File: src/source/mam_pkg.sv
package mam_pkg;

  // Bus geometry
  localparam int MAM_XLEN    = 16;
  localparam int MAM_PLEN    = 32;
  localparam int MAM_BYTES   = MAM_XLEN / 8;  // Address step per beat
  localparam int MAM_BEATS_W = 13;

  // Command header fields, beat count sits in the low MAM_BEATS_W bits
  localparam int MAM_HDR_WE    = 15;
  localparam int MAM_HDR_BURST = 14;

  // Memory model
  localparam int MAM_MEM_WORDS = 256;
  localparam int MAM_WAIT      = 1;  // Wait cycles before each hready

  localparam logic [MAM_XLEN-1:0] MAM_WR_ACK = 16'hAC00;

  typedef enum logic [2:0] {
    DEC_HDR,
    DEC_ADDR_HI,
    DEC_ADDR_LO,
    DEC_ISSUE,
    DEC_WDATA
  } mam_dec_state_e;

  typedef enum logic [2:0] {
    ST_IDLE,
    ST_WRITE_LAST,
    ST_WRITE_LAST_WAIT,
    ST_WRITE,
    ST_WRITE_WAIT,
    ST_READ,
    ST_READ_WAIT
  } mam_bus_state_e;

endpackage

File: src/source/mam_cmd_decode.sv
`timescale 1ns/1ps

module mam_cmd_decode (
  input  logic                             clk_i,
  input  logic                             rst_i,
  input  logic                             cmd_valid_i,
  input  logic [mam_pkg::MAM_XLEN-1:0]     cmd_data_i,
  output logic                             cmd_ready_o,
  output logic                             req_valid_o,
  input  logic                             req_ready_i,
  output logic                             req_we_o,
  output logic [mam_pkg::MAM_PLEN-1:0]     req_addr_o,
  output logic                             req_burst_o,
  output logic [mam_pkg::MAM_BEATS_W-1:0]  req_beats_o,
  output logic                             write_valid_o,
  output logic [mam_pkg::MAM_XLEN-1:0]     write_data_o,
  input  logic                             write_ready_i
);
  import mam_pkg::*;

  mam_dec_state_e state_q;
  mam_dec_state_e state_d;

  logic                   hdr_rdy_q;  // Ready to take header or address words
  logic                   cmd_fire;
  logic [MAM_BEATS_W-1:0] left_q;     // Write words still to forward

  assign cmd_fire    = cmd_valid_i & cmd_ready_o;
  assign cmd_ready_o = hdr_rdy_q | ((state_q == DEC_WDATA) & write_ready_i);
  assign req_valid_o = (state_q == DEC_ISSUE);

  // Write data passes straight through from the command stream
  assign write_valid_o = (state_q == DEC_WDATA) & cmd_valid_i;
  assign write_data_o  = cmd_data_i;

  always_comb begin
    state_d = state_q;
    case (state_q)
      DEC_HDR: begin
        if (cmd_fire) state_d = DEC_ADDR_HI;
      end
      DEC_ADDR_HI: begin
        if (cmd_fire) state_d = DEC_ADDR_LO;
      end
      DEC_ADDR_LO: begin
        if (cmd_fire) state_d = DEC_ISSUE;
      end
      DEC_ISSUE: begin
        if (req_ready_i) state_d = req_we_o ? DEC_WDATA : DEC_HDR;
      end
      DEC_WDATA: begin
        if (cmd_fire && left_q == MAM_BEATS_W'(1)) state_d = DEC_HDR;
      end
      default: state_d = DEC_HDR;
    endcase
  end

  always_ff @(posedge clk_i) begin
    if (rst_i) begin
      state_q   <= DEC_HDR;
      hdr_rdy_q <= 1'b0;
      left_q    <= '0;
    end else begin
      state_q   <= state_d;
      hdr_rdy_q <= state_d inside {DEC_HDR, DEC_ADDR_HI, DEC_ADDR_LO};
      if (state_q == DEC_ISSUE && req_ready_i) begin
        left_q <= req_beats_o;
      end else if (state_q == DEC_WDATA && cmd_fire) begin
        left_q <= left_q - 1'b1;
      end
    end
  end

  // Request fields, loaded word by word
  always_ff @(posedge clk_i) begin
    if (cmd_fire) begin
      case (state_q)
        DEC_HDR: begin
          req_we_o    <= cmd_data_i[MAM_HDR_WE];
          req_burst_o <= cmd_data_i[MAM_HDR_BURST];
          // Single accesses always move one word
          req_beats_o <= cmd_data_i[MAM_HDR_BURST] ? cmd_data_i[MAM_BEATS_W-1:0]
                                                   : MAM_BEATS_W'(1);
        end
        DEC_ADDR_HI: req_addr_o[MAM_PLEN-1 -: MAM_XLEN] <= cmd_data_i;
        DEC_ADDR_LO: req_addr_o[MAM_XLEN-1:0]           <= cmd_data_i;
        default: ;
      endcase
    end
  end

endmodule

File: config.mk
export PLATFORM = sky130hd
export DESIGN_NAME = mam_cmd_decode
export DESIGN_NICKNAME = d
export VERILOG_FILES = /design/src/source/mam_pkg.sv /design/src/source/mam_cmd_decode.sv
export SDC_FILE = /design/constraint.sdc
export NUM_CORES = 1
export LEC_CHECK = 0
export BUFFER_PORTS_ARGS = -buffer_cell sky130_fd_sc_hd__buf_2
export CAP_MARGIN = 20
export CELL_PAD_IN_SITES_DETAIL_PLACEMENT = 0
export CELL_PAD_IN_SITES_GLOBAL_PLACEMENT = 2
export CORE_MARGIN = 8
export CORE_UTILIZATION = 28
export CTS_CLUSTER_SIZE = 30
export DETAILED_ROUTE_END_ITERATION = 8
export PLACE_DENSITY = 0.75
export SLEW_MARGIN = 0
export SYNTH_ARGS = -nofsm -noshare
export SYNTH_HDL_FRONTEND = slang
export SYNTH_SLANG_ARGS = --single-unit
File: constraint.sdc
create_clock -name clk_i -period 3.3 [get_ports clk_i]
set_clock_uncertainty 0.2 [all_clocks]
set_input_delay 0.99 -clock clk_i [delete_from_list [all_inputs] [get_ports clk_i]]
set_output_delay 0.99 -clock clk_i [all_outputs]
set_load 0.005 [all_outputs]
# --- Word level (Yosys, flattened, before mapping) ---
# Index checks and enable logic that the tools add are counted.
# Widths: inputs -> output; s select.
word_totals:
  register_bits: 64
  latchBits: 0
  ramBits: 0
  mem_bits_ro: 0
  in_bits: 21
  out_inout_bits: 66
  word_cells: 39
  mem_count: 0
classes:
  add_sub_neg: 1
  n_mul: 0
  div_mod_pow: 0
  n_lt_le_gt_ge: 0
  n_eq_ne: 7
  shifts: 0
  n_mux: 9
  bitwise_logic: 4
  n_reduce_logical: 10
op_table:
  columns: ["operator", "count"]
  rows:
  - ["$mux 13", 2]
  - ["$mux 3", 6]
  - ["$pmux 3 s5", 1]
  - ["$eq 13x1->1 const B", 1]
  - ["$sub 13x1->13 const B", 1]
  - ["$eq 3x2->1 const B", 3]
  - ["$eq 3x1->1 const B", 2]
  - ["$logic_not 3->1", 2]
  - ["$reduce_and 2->1", 3]
  - ["$and 1x1->1", 3]
  - ["$eq 3x3->1 const B", 1]
  - ["$logic_and 1x1->1", 3]
  - ["$reduce_bool 3->1", 1]
  - ["$reduce_bool 2->1", 1]
  - ["$or 1x1->1", 1]

# --- Depth between registers and ports, before layout ---
# Gate-level depths: netlist of run 1.
depth:
  depth_word: 9
  depth_mapped: 6
  ltp_nobuf: 6

# --- Worst setup path before layout of run 1 ---
# No wires, ideal clock.
synth_timing:
  path_type: "input to register"
  start: "input port cmd_valid_i"
  end: "register hdr_rdy_q"
  setup_time_ps: 116
  arrival_ps: 3225
  required_time_ps: 2984
  setup_slack_ps: -240
  cell_stages: 4
  cell_sequence: "nand2_1 nor4b_1 nor3_1 and3_1"
synth_via:
  elab_chain_cells: 6
  elab_cells_between_ends: 11
  cone_classes: "eq/ne (2); mux (5); bitwise (1); reduce/logical (3)"
synth_rtl:
  columns: ["item", "line_no", "text"]
  rows:
  - ["start, declared", "mam_cmd_decode.sv:6", "input logic cmd_valid_i,"]
  - ["$and 1x1->1 (*)", "mam_cmd_decode.sv:28", "assign cmd_fire = cmd_valid_i & cmd_ready_o;"]
  - ["$logic_and 1x1->1", "mam_cmd_decode.sv:52", "if (cmd_fire && left_q == MAM_BEATS_W'(1)) state_d = DEC_HDR;"]
  - ["$mux 3", "mam_cmd_decode.sv:52", null]
  - ["$pmux 3 s5 (*)", "mam_cmd_decode.sv:38", "case (state_q)"]
  - ["$eq 3x1->1 (tied with other cells)", "mam_cmd_decode.sv:65", "hdr_rdy_q <= state_d inside {DEC_HDR, DEC_ADDR_HI, DEC_ADDR_LO};"]
  - ["$reduce_bool 3->1 (*)", "mam_cmd_decode.sv:65", null]
  - ["end signal, assigned", "mam_cmd_decode.sv:65", null]
  - ["end, declared", "mam_cmd_decode.sv:24", "logic hdr_rdy_q;"]
# Mark *: on every way between the ends. The rest lies on a longest branch, timed or not.
# A chain may end at the register's enable or synchronous reset.

# --- Worst setup path in the final report of run 1 ---
layout_timing:
  start: "register state_q[2]"
  end: "output port cmd_ready_o"
layout_via:
  elab_chain_cells: 3
layout_rtl:
  columns: ["item", "line_no", "text"]
  rows:
  - ["start, declared", "mam_cmd_decode.sv:21", "mam_dec_state_e state_q;"]
  - ["start signal, assigned", "mam_cmd_decode.sv:64", "state_q <= state_d;"]
  - ["$eq 3x3->1", "mam_cmd_decode.sv:29", "assign cmd_ready_o = hdr_rdy_q | ((state_q == DEC_WDATA) & write_ready_i);"]
  - ["$and 1x1->1", "mam_cmd_decode.sv:29", null]
  - ["$or 1x1->1", "mam_cmd_decode.sv:29", null]
  - ["end, declared", "mam_cmd_decode.sv:8", "output logic cmd_ready_o,"]
# Every way passes these cells.

==> qor.csv, run 1 <==
stage;metric;value;unit
outcome;run status;completed;
hold_path;Hold WC Path Type;register to register;
routing;initial drt markers;113;
cts;setup bufs post-CTS;0;
yosys;syn nets;221;
power_and_ir_drop;P_leak;1.28;nW
routing;Final ANT Viol Nets;0;
worst_setup_path;startpoint types;register;
cts;H-Tree Depth;3;
die;Core Box Area;0.00911;mm²
cts;clock tree buffer depth;2;
final_layout;P&R area growth vs syn;27.9;%
yosys;Synth cell types;39;
cts;CTS buffer count;9;
placed_design;Port Buf Inserts;86;
cts;cts hold-fix bufs;0;
yosys;Post-Syn Instances;198;
final_layout;Final #Nets;298;
placed_design;Post-DP HPWL;4350;µm
worst_setup_path;CP cell instances;nor3b_2, buf_4, a21o_1, buf_2;
worst_setup_path;crit end category;output pin;
routing;drt drc;0;
worst_setup_path;Max FO, Critical Path;12;
yosys;Post-synth ARST share;0;%
yosys;average cell area after synthesis;13.1;µm²
worst_setup_path;Largest stage delay, worst path;0.59;ns
timing;total negative slack;0;ns
worst_setup_path;worst path arrival time;1.61;ns
timing;Pins Over Slew Limit;0;
grt;met3 GRT Util;3.97;%
die;Starting Density;28.5;%
timing;RSZ-0062 raised after global routing;false;
die;die height;112;µm
yosys;area share of the largest cell type after synthesis;54.4;%
yosys;Most used DFF post-synth;edfxtp_1;
yosys;synth warn;0;
cts;worst skew pair latency;0.33;ns
placed_design;Post-Place Cells;375;
final_layout;most common cell after layout, fill and taps aside;buf_2;
grt;GRT met1 Usage;11.5;%
job;max-cap violations;0;
die;io pins;87;
yosys;register area share after synthesis;67.6;%
timing;# setup viols final;0;
cts;Worst-path clk slew;0.07;ns
routing;Initial DRT Pass Iterations;4;
die;die area;0.0126;mm²
grt;first-pass GRT wire length;9800;µm
worst_setup_path;kind of critical path;register to output pin;
yosys;Post-Syn Area;0.00259;mm²
grt;largest net degree at the start of global routing;24;
final_layout;register area;0.00175;mm²
grt;GRT overflow;0;
grt;busiest grt layer;met2;
final_layout;fillcell total;908;
timing;fin crit period;2.80;ns
timing;slew margin rel.;61.3;%
routing;routed vias;1773;
final_layout;commonest non-fill, non-tap cells in the layout;buf_2 (86), edfxtp_1 (47), nor2_1 (17), dfxtp_1 (17), and2_1 (13);
final_layout;share of cells above drive strength 1;40.4;%
timing;Fin. Hold Viols;0;
power_and_ir_drop;Worst VDD drop;0.234;mV
power_and_ir_drop;PD cells;536;mW/mm²
timing;Tcrit/Tclk final;84.8;%
grt;M2 GR Usage;16.2;%
cts;root buf cell;clkbuf_8;
timing;Least-Margin Pin Slew;0.579;ns
routing;Post-Route WL;6150;µm
cts;CTS tree;built;
grt;initial antenna violation count;0;
worst_setup_path;Critical Path RT;2.11;ns
die;number of core rows;35;
yosys;Post-synth EDFFs;47;
yosys;#FFs+latches synth;64;
final_layout;final non-filler cell total;391;
cts;clock sink total;64;
routing;vias per cell;4.53;
worst_setup_path;slowest cell on the critical path;dfxtp_1;
cts;post-CTS sizing;0;
timing;Fmax;358;MHz
routing;wire per inst;15.7;µm
grt;vias in the first global route;1848;
yosys;top post-synthesis cells by area;edfxtp_1 (54%), dfxtp_1 (13%), buf_4 (4.6%), and2_1 (3.1%), nor2_1 (2.5%);
final_layout;antenna diode count;0;
timing;WHS;0.304;ns
die;Die W;112;µm
final_layout;area of the multi-input gates;709;µm²
grt;gr usage total;10.1;%
placed_design;GP Congestion;0.744;
yosys;Synth area leader;edfxtp_1;
## where the power goes
group          switching, W  internal (W)  total (W)
Sequential        0.0000113      0.000882   0.000893
Clock              0.000304      0.000495   0.000799
Combinational     0.0000480     0.0000378  0.0000858
## cells by family after synthesis
group / synth area share, %
flops: 67.6
simple gates: 15.4
fa+ha+maj: 0.965
xor+xnor: 1.69
compound gates: 7.87
buf+inv: 6.47
## path summary, 6_finish.rpt
kind | slack [ns] | startpoint | endpoint | cells after the start
worst min-delay path | 0.30 | left_q[3]$_SDFFE_PP0P_ | left_q[3]$_SDFFE_PP0P_ | 2
worst max register to register | 1.03 | left_q[4]$_SDFFE_PP0P_ | left_q[11]$_SDFFE_PP0P_ | 4
worst min register to register | 0.30 | left_q[3]$_SDFFE_PP0P_ | left_q[3]$_SDFFE_PP0P_ | 2
worst max-delay path | 0.50 | state_q[2]$_SDFF_PP0_ | cmd_ready_o | 4
## metrics by stage
stage / setup slack [ns] / total power [W] / cell area, µm² / utilization [%]
floorplan: 0.103 / 0.000956 / 2610 / -
global placement: 0.629 / 0.00100 / 3080 / 33.8
detailed placement: 0.595 / 0.00100 / 3080 / 33.8
CTS: 0.477 / 0.00181 / 3320 / 36.4
global route: 0.387 / 0.00185 / 3320 / 36.4
finish: 0.503 / 0.00178 / 3320 / 36.4
## area by class of cell
class / instances / share of cell area, %
clock buffers: 9 / 3.73
clock inverters: 7 / 3.32
inverters: 2 / 0.226
multi-input cells: 106 / 21.4
flip-flops and latches: 64 / 52.8
well taps: 111 / 4.19
repair buffers: 92 / 14.3
## synth_stat cells (2+ instances only)
library cell / number
or3_1: 5
nor4_1: 4
nand3_1: 2
a21oi_1: 4
ha_1: 2
and3_1: 2
buf_2: 2
xor2_1: 4
dfxtp_1: 17
nor4b_1: 2
inv_1: 2
o21ai_0: 6
buf_4: 16
nor3b_1: 2
o21a_1: 2
nand4b_1: 3
and2_1: 13
a211oi_1: 5
nand4_1: 3
clkbuf_1: 7
nor3_1: 3
nand2_1: 8
nor2_1: 17
a311oi_1: 6
edfxtp_1: 47
## worst max-delay path: cells and delay by family, from the launching register on
family / cells / cell delay, ns
AOI/OAI and AO/OA: 1 / 0.14
buffers and inverters: 2 / 0.30
DFF: 1 / 0.59
and+or+nand+nor: 1 / 0.24
## registers in the layout (all words and copies together) (netlist names)
signal and flops:
req_burst_o 1, left_q 13, hdr_rdy_q 1, req_beats_o 13
state_q 3, req_we_o 1, req_addr_o 32
## per-layer routing
metal	wire, µm	share of wire (%)	up-vias
met3	318	5.2	8
met5	0	0	-
met2	3000	49	46
met1	2710	44	842
li1	-	-	877
met4	119	1.9	0
(Power assumes the default switching activity.)
==> inputs of run 2 (changes only) <==
--- a/config.mk
+++ b/config.mk
@@ -13,7 +13,7 @@
 export CORE_UTILIZATION = 28
 export CTS_CLUSTER_SIZE = 30
 export DETAILED_ROUTE_END_ITERATION = 8
-export PLACE_DENSITY = 0.75
+export PLACE_DENSITY = 0.72
 export SLEW_MARGIN = 0
 export SYNTH_ARGS = -nofsm -noshare
 export SYNTH_HDL_FRONTEND = slang
==> constraint.sdc (replaced) <==
create_clock -name clk_i -period 2.9 [get_ports clk_i]
set_clock_uncertainty 0.2 [all_clocks]
set_input_delay 0.87 -clock clk_i [delete_from_list [all_inputs] [get_ports clk_i]]
set_output_delay 0.87 -clock clk_i [all_outputs]
set_load 0.005 [all_outputs]
==> run 2 against run 1 <==
  * Hold slack improved by 0.0053 ns
  * Cell area rose by 0.26%
  * Global-route usage rose by 0.50 points
  * Critical path depth fell by 1
  * Non-clock buffer count rose by 2
  * Power rose by 10%
  * Sequential cell count did not move
  * Worst setup slack got worse by 0.056 ns
  * Sequential share of layout area fell by 0.14 points
  * Die area did not move
  * Critical endpoint unchanged
==> qor.csv, run 2 (synthesized netlist as in run 1, its figures left out) <==
stage;metric;value;unit;change
die;Core Box Area;0.00911;mm²;unchanged
timing;WHS;0.310;ns;+0.00535 ns
routing;Post-Route WL;6290;µm;+2.3%
worst_setup_path;Max FO, Critical Path;10;;-2
final_layout;largest registers;req_addr_o x32, left_q x13, req_beats_o x13;;
die;die height;112;µm;unchanged
worst_setup_path;worst setup path endpoint;cmd_ready_o;;
routing;drt drc;0;;unchanged
cts;setup bufs post-CTS;0;;unchanged
cts;CTS tree;built;;
cts;CTS buffer count;9;;unchanged
power_and_ir_drop;switch share;21.7;%;+1.3 points
final_layout;commonest non-fill, non-tap cells in the layout;buf_2 (86), edfxtp_1 (47), nor2_1 (17), dfxtp_1 (17), and2_1 (13);;
cts;cts hold-fix bufs;0;;unchanged
power_and_ir_drop;PD cells;588;mW/mm²;+9.8%
worst_setup_path;Crit Reg-Reg Startpoint;left_q[4]$_SDFFE_PP0P_;;
worst_setup_path;stages on the worst setup path;3;;-1
power_and_ir_drop;Power, Total;0.00196;W;+10%
grt;vias in the first global route;1941;;+5.0%
power_and_ir_drop;net switching power;0.000425;W;+17%
final_layout;Final #Nets;300;;+0.67%
worst_setup_path;Buf+Inv Stages, Crit Path;1;;-1
timing;# setup viols final;0;;unchanged
final_layout;antenna diode count;0;;unchanged
timing;slew margin rel.;70.2;%;+8.9 points
power_and_ir_drop;Worst VDD drop;0.305;mV;+30%
placed_design;GP Congestion;0.712;;-4.4%
routing;vias per cell;4.60;;+1.5%
cts;post-CTS sizing;0;;unchanged
placed_design;dpl ws;0.278;ns;-0.317 ns
worst_setup_path;kind of critical path;register to output pin;;
worst_setup_path;startpoint types;register;;
timing;Fmax;408;MHz;
grt;initial antenna violation count;0;;unchanged
cts;clock tree buffer depth;2;;unchanged
worst_setup_path;Reg2Reg Depth;4;;unchanged
cts;Worst-path clk slew;0.07;ns;about the same
power_and_ir_drop;Int Pwr;0.00153;W;+8.3%
grt;gr usage total;10.6;%;+0.50 points
hold_path;Hold WC Path Type;register to register;;
grt;largest net degree at the start of global routing;24;;unchanged
worst_setup_path;slowest cell on the critical path;dfxtp_1;;
worst_setup_path;Largest stage delay, worst path;0.60;ns;about the same
worst_setup_path;CP cell instances;nor3b_2, a21o_1, buf_2;;
placed_design;Post-DP HPWL;4470;µm;+2.9%
timing;Setup WS post-layout;0.447;ns;-0.0556 ns
cts;clock sink total;64;;unchanged
final_layout;share of cells above drive strength 1;41.1;%;+0.78 points
die;Die W;112;µm;unchanged
final_layout;Top reg by flops;req_addr_o;;
final_layout;fin util;36.5;%;+0.096 points
worst_setup_path;R2R Setup Slk;0.61;ns;-0.42 ns
final_layout;P&R area growth vs syn;28.3;%;
worst_setup_path;RR Endpoint;left_q[11]$_SDFFE_PP0P_;;
job;max-cap violations;0;;unchanged
power_and_ir_drop;combinational power share;5.1;%;+0.3 points
timing;Least-Margin Pin Slew;0.446;ns;-0.132 ns
worst_setup_path;CP top delay family;flip-flops;;
grt;first-pass GRT wire length;10100;µm;+3.5%
worst_setup_path;crit end category;output pin;;
cts;root buf cell;clkbuf_8;;
timing;RSZ-0062 raised after global routing;false;;
routing;initial drt markers;44;;-61%
cts;worst skew pair latency;0.33;ns;about the same
grt;GRT overflow;0;;unchanged
power_and_ir_drop;Seq pwr share;51.9;%;+1.7 points
die;io pins;87;;unchanged
timing;total negative slack;0;ns;unchanged
final_layout;max FFs per register;32;;unchanged
final_layout;most common cell after layout, fill and taps aside;buf_2;;
cts;H-Tree Depth;3;;unchanged
worst_setup_path;worst path arrival time;1.38;ns;-0.23 ns
routing;routed vias;1808;;+2.0%
routing;Initial DRT Pass Iterations;4;;unchanged
routing;wire per inst;16.0;µm;+1.8%
placed_design;Port Buf Inserts;86;;unchanged
outcome;run status;completed;;
worst_setup_path;Critical Path RT;1.83;ns;-0.28 ns
timing;Fin. Hold Viols;0;;unchanged
timing;Tcrit/Tclk final;84.6;%;
worst_setup_path;worst setup path start;state_q[1]$_SDFF_PP0_;;
power_and_ir_drop;clock share of power;43.0;%;-1.9 points
timing;Pins Over Slew Limit;0;;unchanged
routing;Final ANT Viol Nets;0;;unchanged
die;Starting Density;28.5;%;unchanged
die;die area;0.0126;mm²;unchanged
timing;fin crit period;2.45;ns;
power_and_ir_drop;P_leak;1.29;nW;+0.72%
die;number of core rows;35;;unchanged
==> run 2: cell types whose count changed in the layout (fill, tap and decap cells not counted), sizes merged <==
cell	change
buf	+2
bufinv	-1
clkinv	+1
clkinvlp	-1
inv	+1
==> run 2: worst min-delay path by stage <==
stage                                      start                      to  slack (ns)  cells after the start
after floorplan           left_q[3]$_SDFFE_PP0P_  left_q[3]$_SDFFE_PP0P_        0.27                      2
after global placement    left_q[3]$_SDFFE_PP0P_  left_q[3]$_SDFFE_PP0P_        0.30                      2
after detailed placement  left_q[3]$_SDFFE_PP0P_  left_q[3]$_SDFFE_PP0P_        0.30                      2
after CTS                 left_q[3]$_SDFFE_PP0P_  left_q[3]$_SDFFE_PP0P_        0.31                      2
after global routing      left_q[3]$_SDFFE_PP0P_  left_q[3]$_SDFFE_PP0P_        0.35                      2
final                     left_q[3]$_SDFFE_PP0P_  left_q[3]$_SDFFE_PP0P_        0.31                      2
==> run 2: tightest hold or removal path, stage by stage, from the launching register on <==
cell and delay (ns):
dfxtp_1 0.32, nand2_1 0.06, a311oi_1 0.08
==> run 2: area by class of cell <==
| cell class | instances | area (µm²) |
|---|---|---|
| Clock buffer | 9 | 124 |
| Clock inverter | 7 | 95.1 |
| Fill cell | 927 | 5780 |
| Inverter | 2 | 7.51 |
| Multi-Input combinational cell | 106 | 718 |
| Sequential cell | 64 | 1750 |
| Tap cell | 111 | 139 |
| Timing Repair Buffer | 94 | 490 |
==> run 2: layer usage <==
metal | track usage (%) | wire (µm)
met1 | 11.6 | 2640
met2 | 17.3 | 3110
met3 | 3.76 | 387
met4 | 6.21 | 153
met5 | 0 | 0
==> run 2: per-stage QoR <==
| step | instances | cell area [µm²] |
|---|---|---|
| after floorplan | 198 | 2610 |
| after global placement | 377 | 3110 |
| after detailed placement | 377 | 3110 |
| after CTS | 393 | 3330 |
| after global routing | 393 | 3330 |
| final | 393 | 3330 |
==> run 2: power groups by stage <==
stage | combinational (W) | clock, W | sequential (W)
2_1_floorplan | 0.0000547 | 0 | 0.00103
3_3_place_gp | 0.000102 | 0 | 0.00104
3_5_place_dp | 0.000103 | 0 | 0.00104
4_1_cts | 0.000103 | 0.000872 | 0.00102
5_1_grt | 0.000111 | 0.000915 | 0.00102
6_report | 0.0000993 | 0.000841 | 0.00102
==> inputs of run 3 (changes only) <==
==> constraint.sdc (replaced) <==
create_clock -name clk_i -period 2.32 [get_ports clk_i]
set_clock_uncertainty 0.2 [all_clocks]
set_input_delay 0.696 -clock clk_i [delete_from_list [all_inputs] [get_ports clk_i]]
set_output_delay 0.696 -clock clk_i [all_outputs]
set_load 0.005 [all_outputs]
==> run 3 against run 2 <==
  * Wire length shrank 0.92%
  * Cell area grew 3.4%
  * Sequential cell count is the same
  * Hold slack gained 0.0015 ns
  * Largest power group unchanged
  * Register-to-register slack lost 0.54 ns
  * Power grew 33%
  * First-iteration DRC count grew 43%
  * Sequential share of layout area shrank 1.7 points
  * Core utilization grew 1.2 points
  * Critical endpoint is now left_q[11]$_SDFFE_PP0P_
  * Non-clock buffer count grew 6
  * Global-route usage shrank 0.39 points
  * Worst setup slack lost 0.37 ns
==> qor.csv, run 3 (synthesized netlist as in run 1, its figures left out) <==
stage;metric;value;unit;change
cts;Worst-path clk slew;0.08;ns;about the same
power_and_ir_drop;PD cells;757;mW/mm²;+29%
worst_setup_path;Critical Path RT;2.37;ns;+0.54 ns
cts;worst skew pair latency;0.34;ns;about the same
routing;drt drc;0;;unchanged
cts;H-Tree Depth;3;;unchanged
timing;Tcrit/Tclk final;96.8;%;
final_layout;antenna diode count;0;;unchanged
routing;Final ANT Viol Nets;0;;unchanged
timing;Least-Margin Pin Slew;0.398;ns;-0.0478 ns
timing;Fin. Hold Viols;0;;unchanged
timing;slew margin rel.;73.4;%;+3.2 points
worst_setup_path;Crit Reg-Reg Startpoint;left_q[5]$_SDFFE_PP0P_;;
worst_setup_path;Max FO, Critical Path;6;;-4
final_layout;final non-filler cell total;399;;+1.5%
worst_setup_path;crit end category;register;;
die;die height;112;µm;unchanged
final_layout;largest registers;req_addr_o x32, left_q x13, req_beats_o x13;;
outcome;run status;completed;;
cts;setup bufs post-CTS;0;;unchanged
timing;Pins Over Slew Limit;0;;unchanged
grt;initial antenna violation count;0;;unchanged
timing;WHS;0.311;ns;+0.00151 ns
die;Core Box Area;0.00911;mm²;unchanged
timing;RSZ-0062 raised after global routing;false;;
power_and_ir_drop;P_leak;1.34;nW;+4.2%
timing;Fmax;445;MHz;
placed_design;Port Buf Inserts;86;;unchanged
worst_setup_path;CP cell instances;or4_4, or4_1, or3_1, a311oi_1;;
worst_setup_path;worst path arrival time;2.29;ns;+0.91 ns
cts;CTS buffer count;9;;unchanged
routing;wire per inst;15.6;µm;-2.4%
cts;root buf cell;clkbuf_8;;
grt;first-pass GRT wire length;9980;µm;-1.7%
worst_setup_path;Buf+Inv Stages, Crit Path;0;;-1
placed_design;area post-placement;0.00319;mm²;+2.7%
grt;GRT overflow;0;;unchanged
final_layout;share of cells above drive strength 1;42.7;%;+1.6 points
routing;vias per cell;4.58;;-0.47%
die;Starting Density;28.5;%;unchanged
cts;clock sink total;64;;unchanged
final_layout;Final #Nets;306;;+2.0%
cts;cts hold-fix bufs;0;;unchanged
hold_path;hold-critical path depth;2;;unchanged
cts;clock tree buffer depth;2;;unchanged
job;max-cap violations;0;;unchanged
placed_design;Post-Place Cells;383;;+1.6%
power_and_ir_drop;Worst VDD drop;0.375;mV;+23%
routing;routed vias;1827;;+1.1%
hold_path;hold_sp;left_q[3]$_SDFFE_PP0P_;;
worst_setup_path;worst setup path start;left_q[5]$_SDFFE_PP0P_;;
worst_setup_path;slowest cell on the critical path;or4_4;;
placed_design;GP Congestion;0.753;;+5.8%
grt;largest net degree at the start of global routing;24;;unchanged
die;die area;0.0126;mm²;unchanged
routing;Initial DRT Pass Iterations;4;;unchanged
routing;initial drt markers;63;;+43%
final_layout;final std cell area, no fill;0.00344;mm²;+3.4%
final_layout;max FFs per register;32;;unchanged
timing;# setup viols final;0;;unchanged
final_layout;P&R area growth vs syn;32.6;%;
die;io pins;87;;unchanged
final_layout;commonest non-fill, non-tap cells in the layout;buf_2 (86), edfxtp_1 (47), nor2_1 (17), dfxtp_1 (17), and2_1 (13);;
worst_setup_path;startpoint types;register;;
routing;Post-Route WL;6230;µm;-0.92%
die;Die W;112;µm;unchanged
final_layout;most common cell after layout, fill and taps aside;buf_2;;
cts;CTS tree;built;;
final_layout;fin util;37.7;%;+1.2 points
worst_setup_path;Reg2Reg Depth;4;;unchanged
worst_setup_path;Largest stage delay, worst path;0.54;ns;-0.06 ns
worst_setup_path;stages on the worst setup path;4;;+1
cts;post-CTS sizing;0;;unchanged
die;number of core rows;35;;unchanged
worst_setup_path;CP top delay family;simple AND/OR/NAND/NOR gates;;
grt;gr usage total;10.2;%;-0.39 points
hold_path;Hold WC Path Type;register to register;;
placed_design;Post-DP HPWL;4540;µm;+1.6%
timing;fin crit period;2.25;ns;
grt;vias in the first global route;1952;;+0.57%
worst_setup_path;kind of critical path;register to register;;
final_layout;Top reg by flops;req_addr_o;;
[run 3: changes by cell type in the layout (fill, tap and decap cells not counted)]
cell,delta
buf_12,+3
buf_4,+3
inv_6,+2
bufinv_16,+1
clkinv_1,-1
clkinv_2,-1
clkinv_4,-1
[run 3: per-stage QoR]
step                      power (W)  setup WS, ns  setup TNS [ns]
after floorplan             0.00136        -0.139           -4.04
after global placement      0.00144        0.0975               0
after detailed placement    0.00144        0.0756               0
after CTS                   0.00265        0.0811               0
after global routing        0.00270        0.0111               0
final                       0.00260        0.0748               0
[run 3: worst paths after layout]
kind,slack (ns),to
min,0.31,left_q[3]$_SDFFE_PP0P_
max reg2reg,0.07,left_q[11]$_SDFFE_PP0P_
min reg2reg,0.31,left_q[3]$_SDFFE_PP0P_
max,0.07,left_q[11]$_SDFFE_PP0P_
[run 3: routing by layer]
layer | track usage (%) | wire length [µm] | up-vias
met5 | 0 | 0 | -
met4 | 4.05 | 98 | 0
met3 | 4.72 | 382 | 9
met2 | 16.7 | 3070 | 49
met1 | 11.2 | 2680 | 867
li1 | - | - | 902
[run 3: area by class of cell]
type	count	area, µm²
clock buffer	9	124
clock inverter	7	125
fill	908	5670
inverter	2	7.51
timing repair buffer	100	573
multi-input combinational	106	718
tap	111	139
sequential	64	1750
[run 3: report_power, final]
| part | internal [W] | total (W) | leakage, nW | switching, W |
|---|---|---|---|---|
| Sequential | 0.00125 | 0.00126 | 0.568 | 0.0000109 |
| Clock | 0.000727 | 0.00120 | 0.125 | 0.000470 |
| Combinational | 0.0000643 | 0.000141 | 0.648 | 0.0000769 |
[run 3: worst reg2reg max path, delay by kind of cell, from the launching register on]
| family | cells | cell delay (ns) |
|---|---|---|
| and+or+nand+nor | 3 | 1.34 |
| DFF | 1 | 0.35 |
| AOI/OAI and AO/OA | 1 | 0.25 |
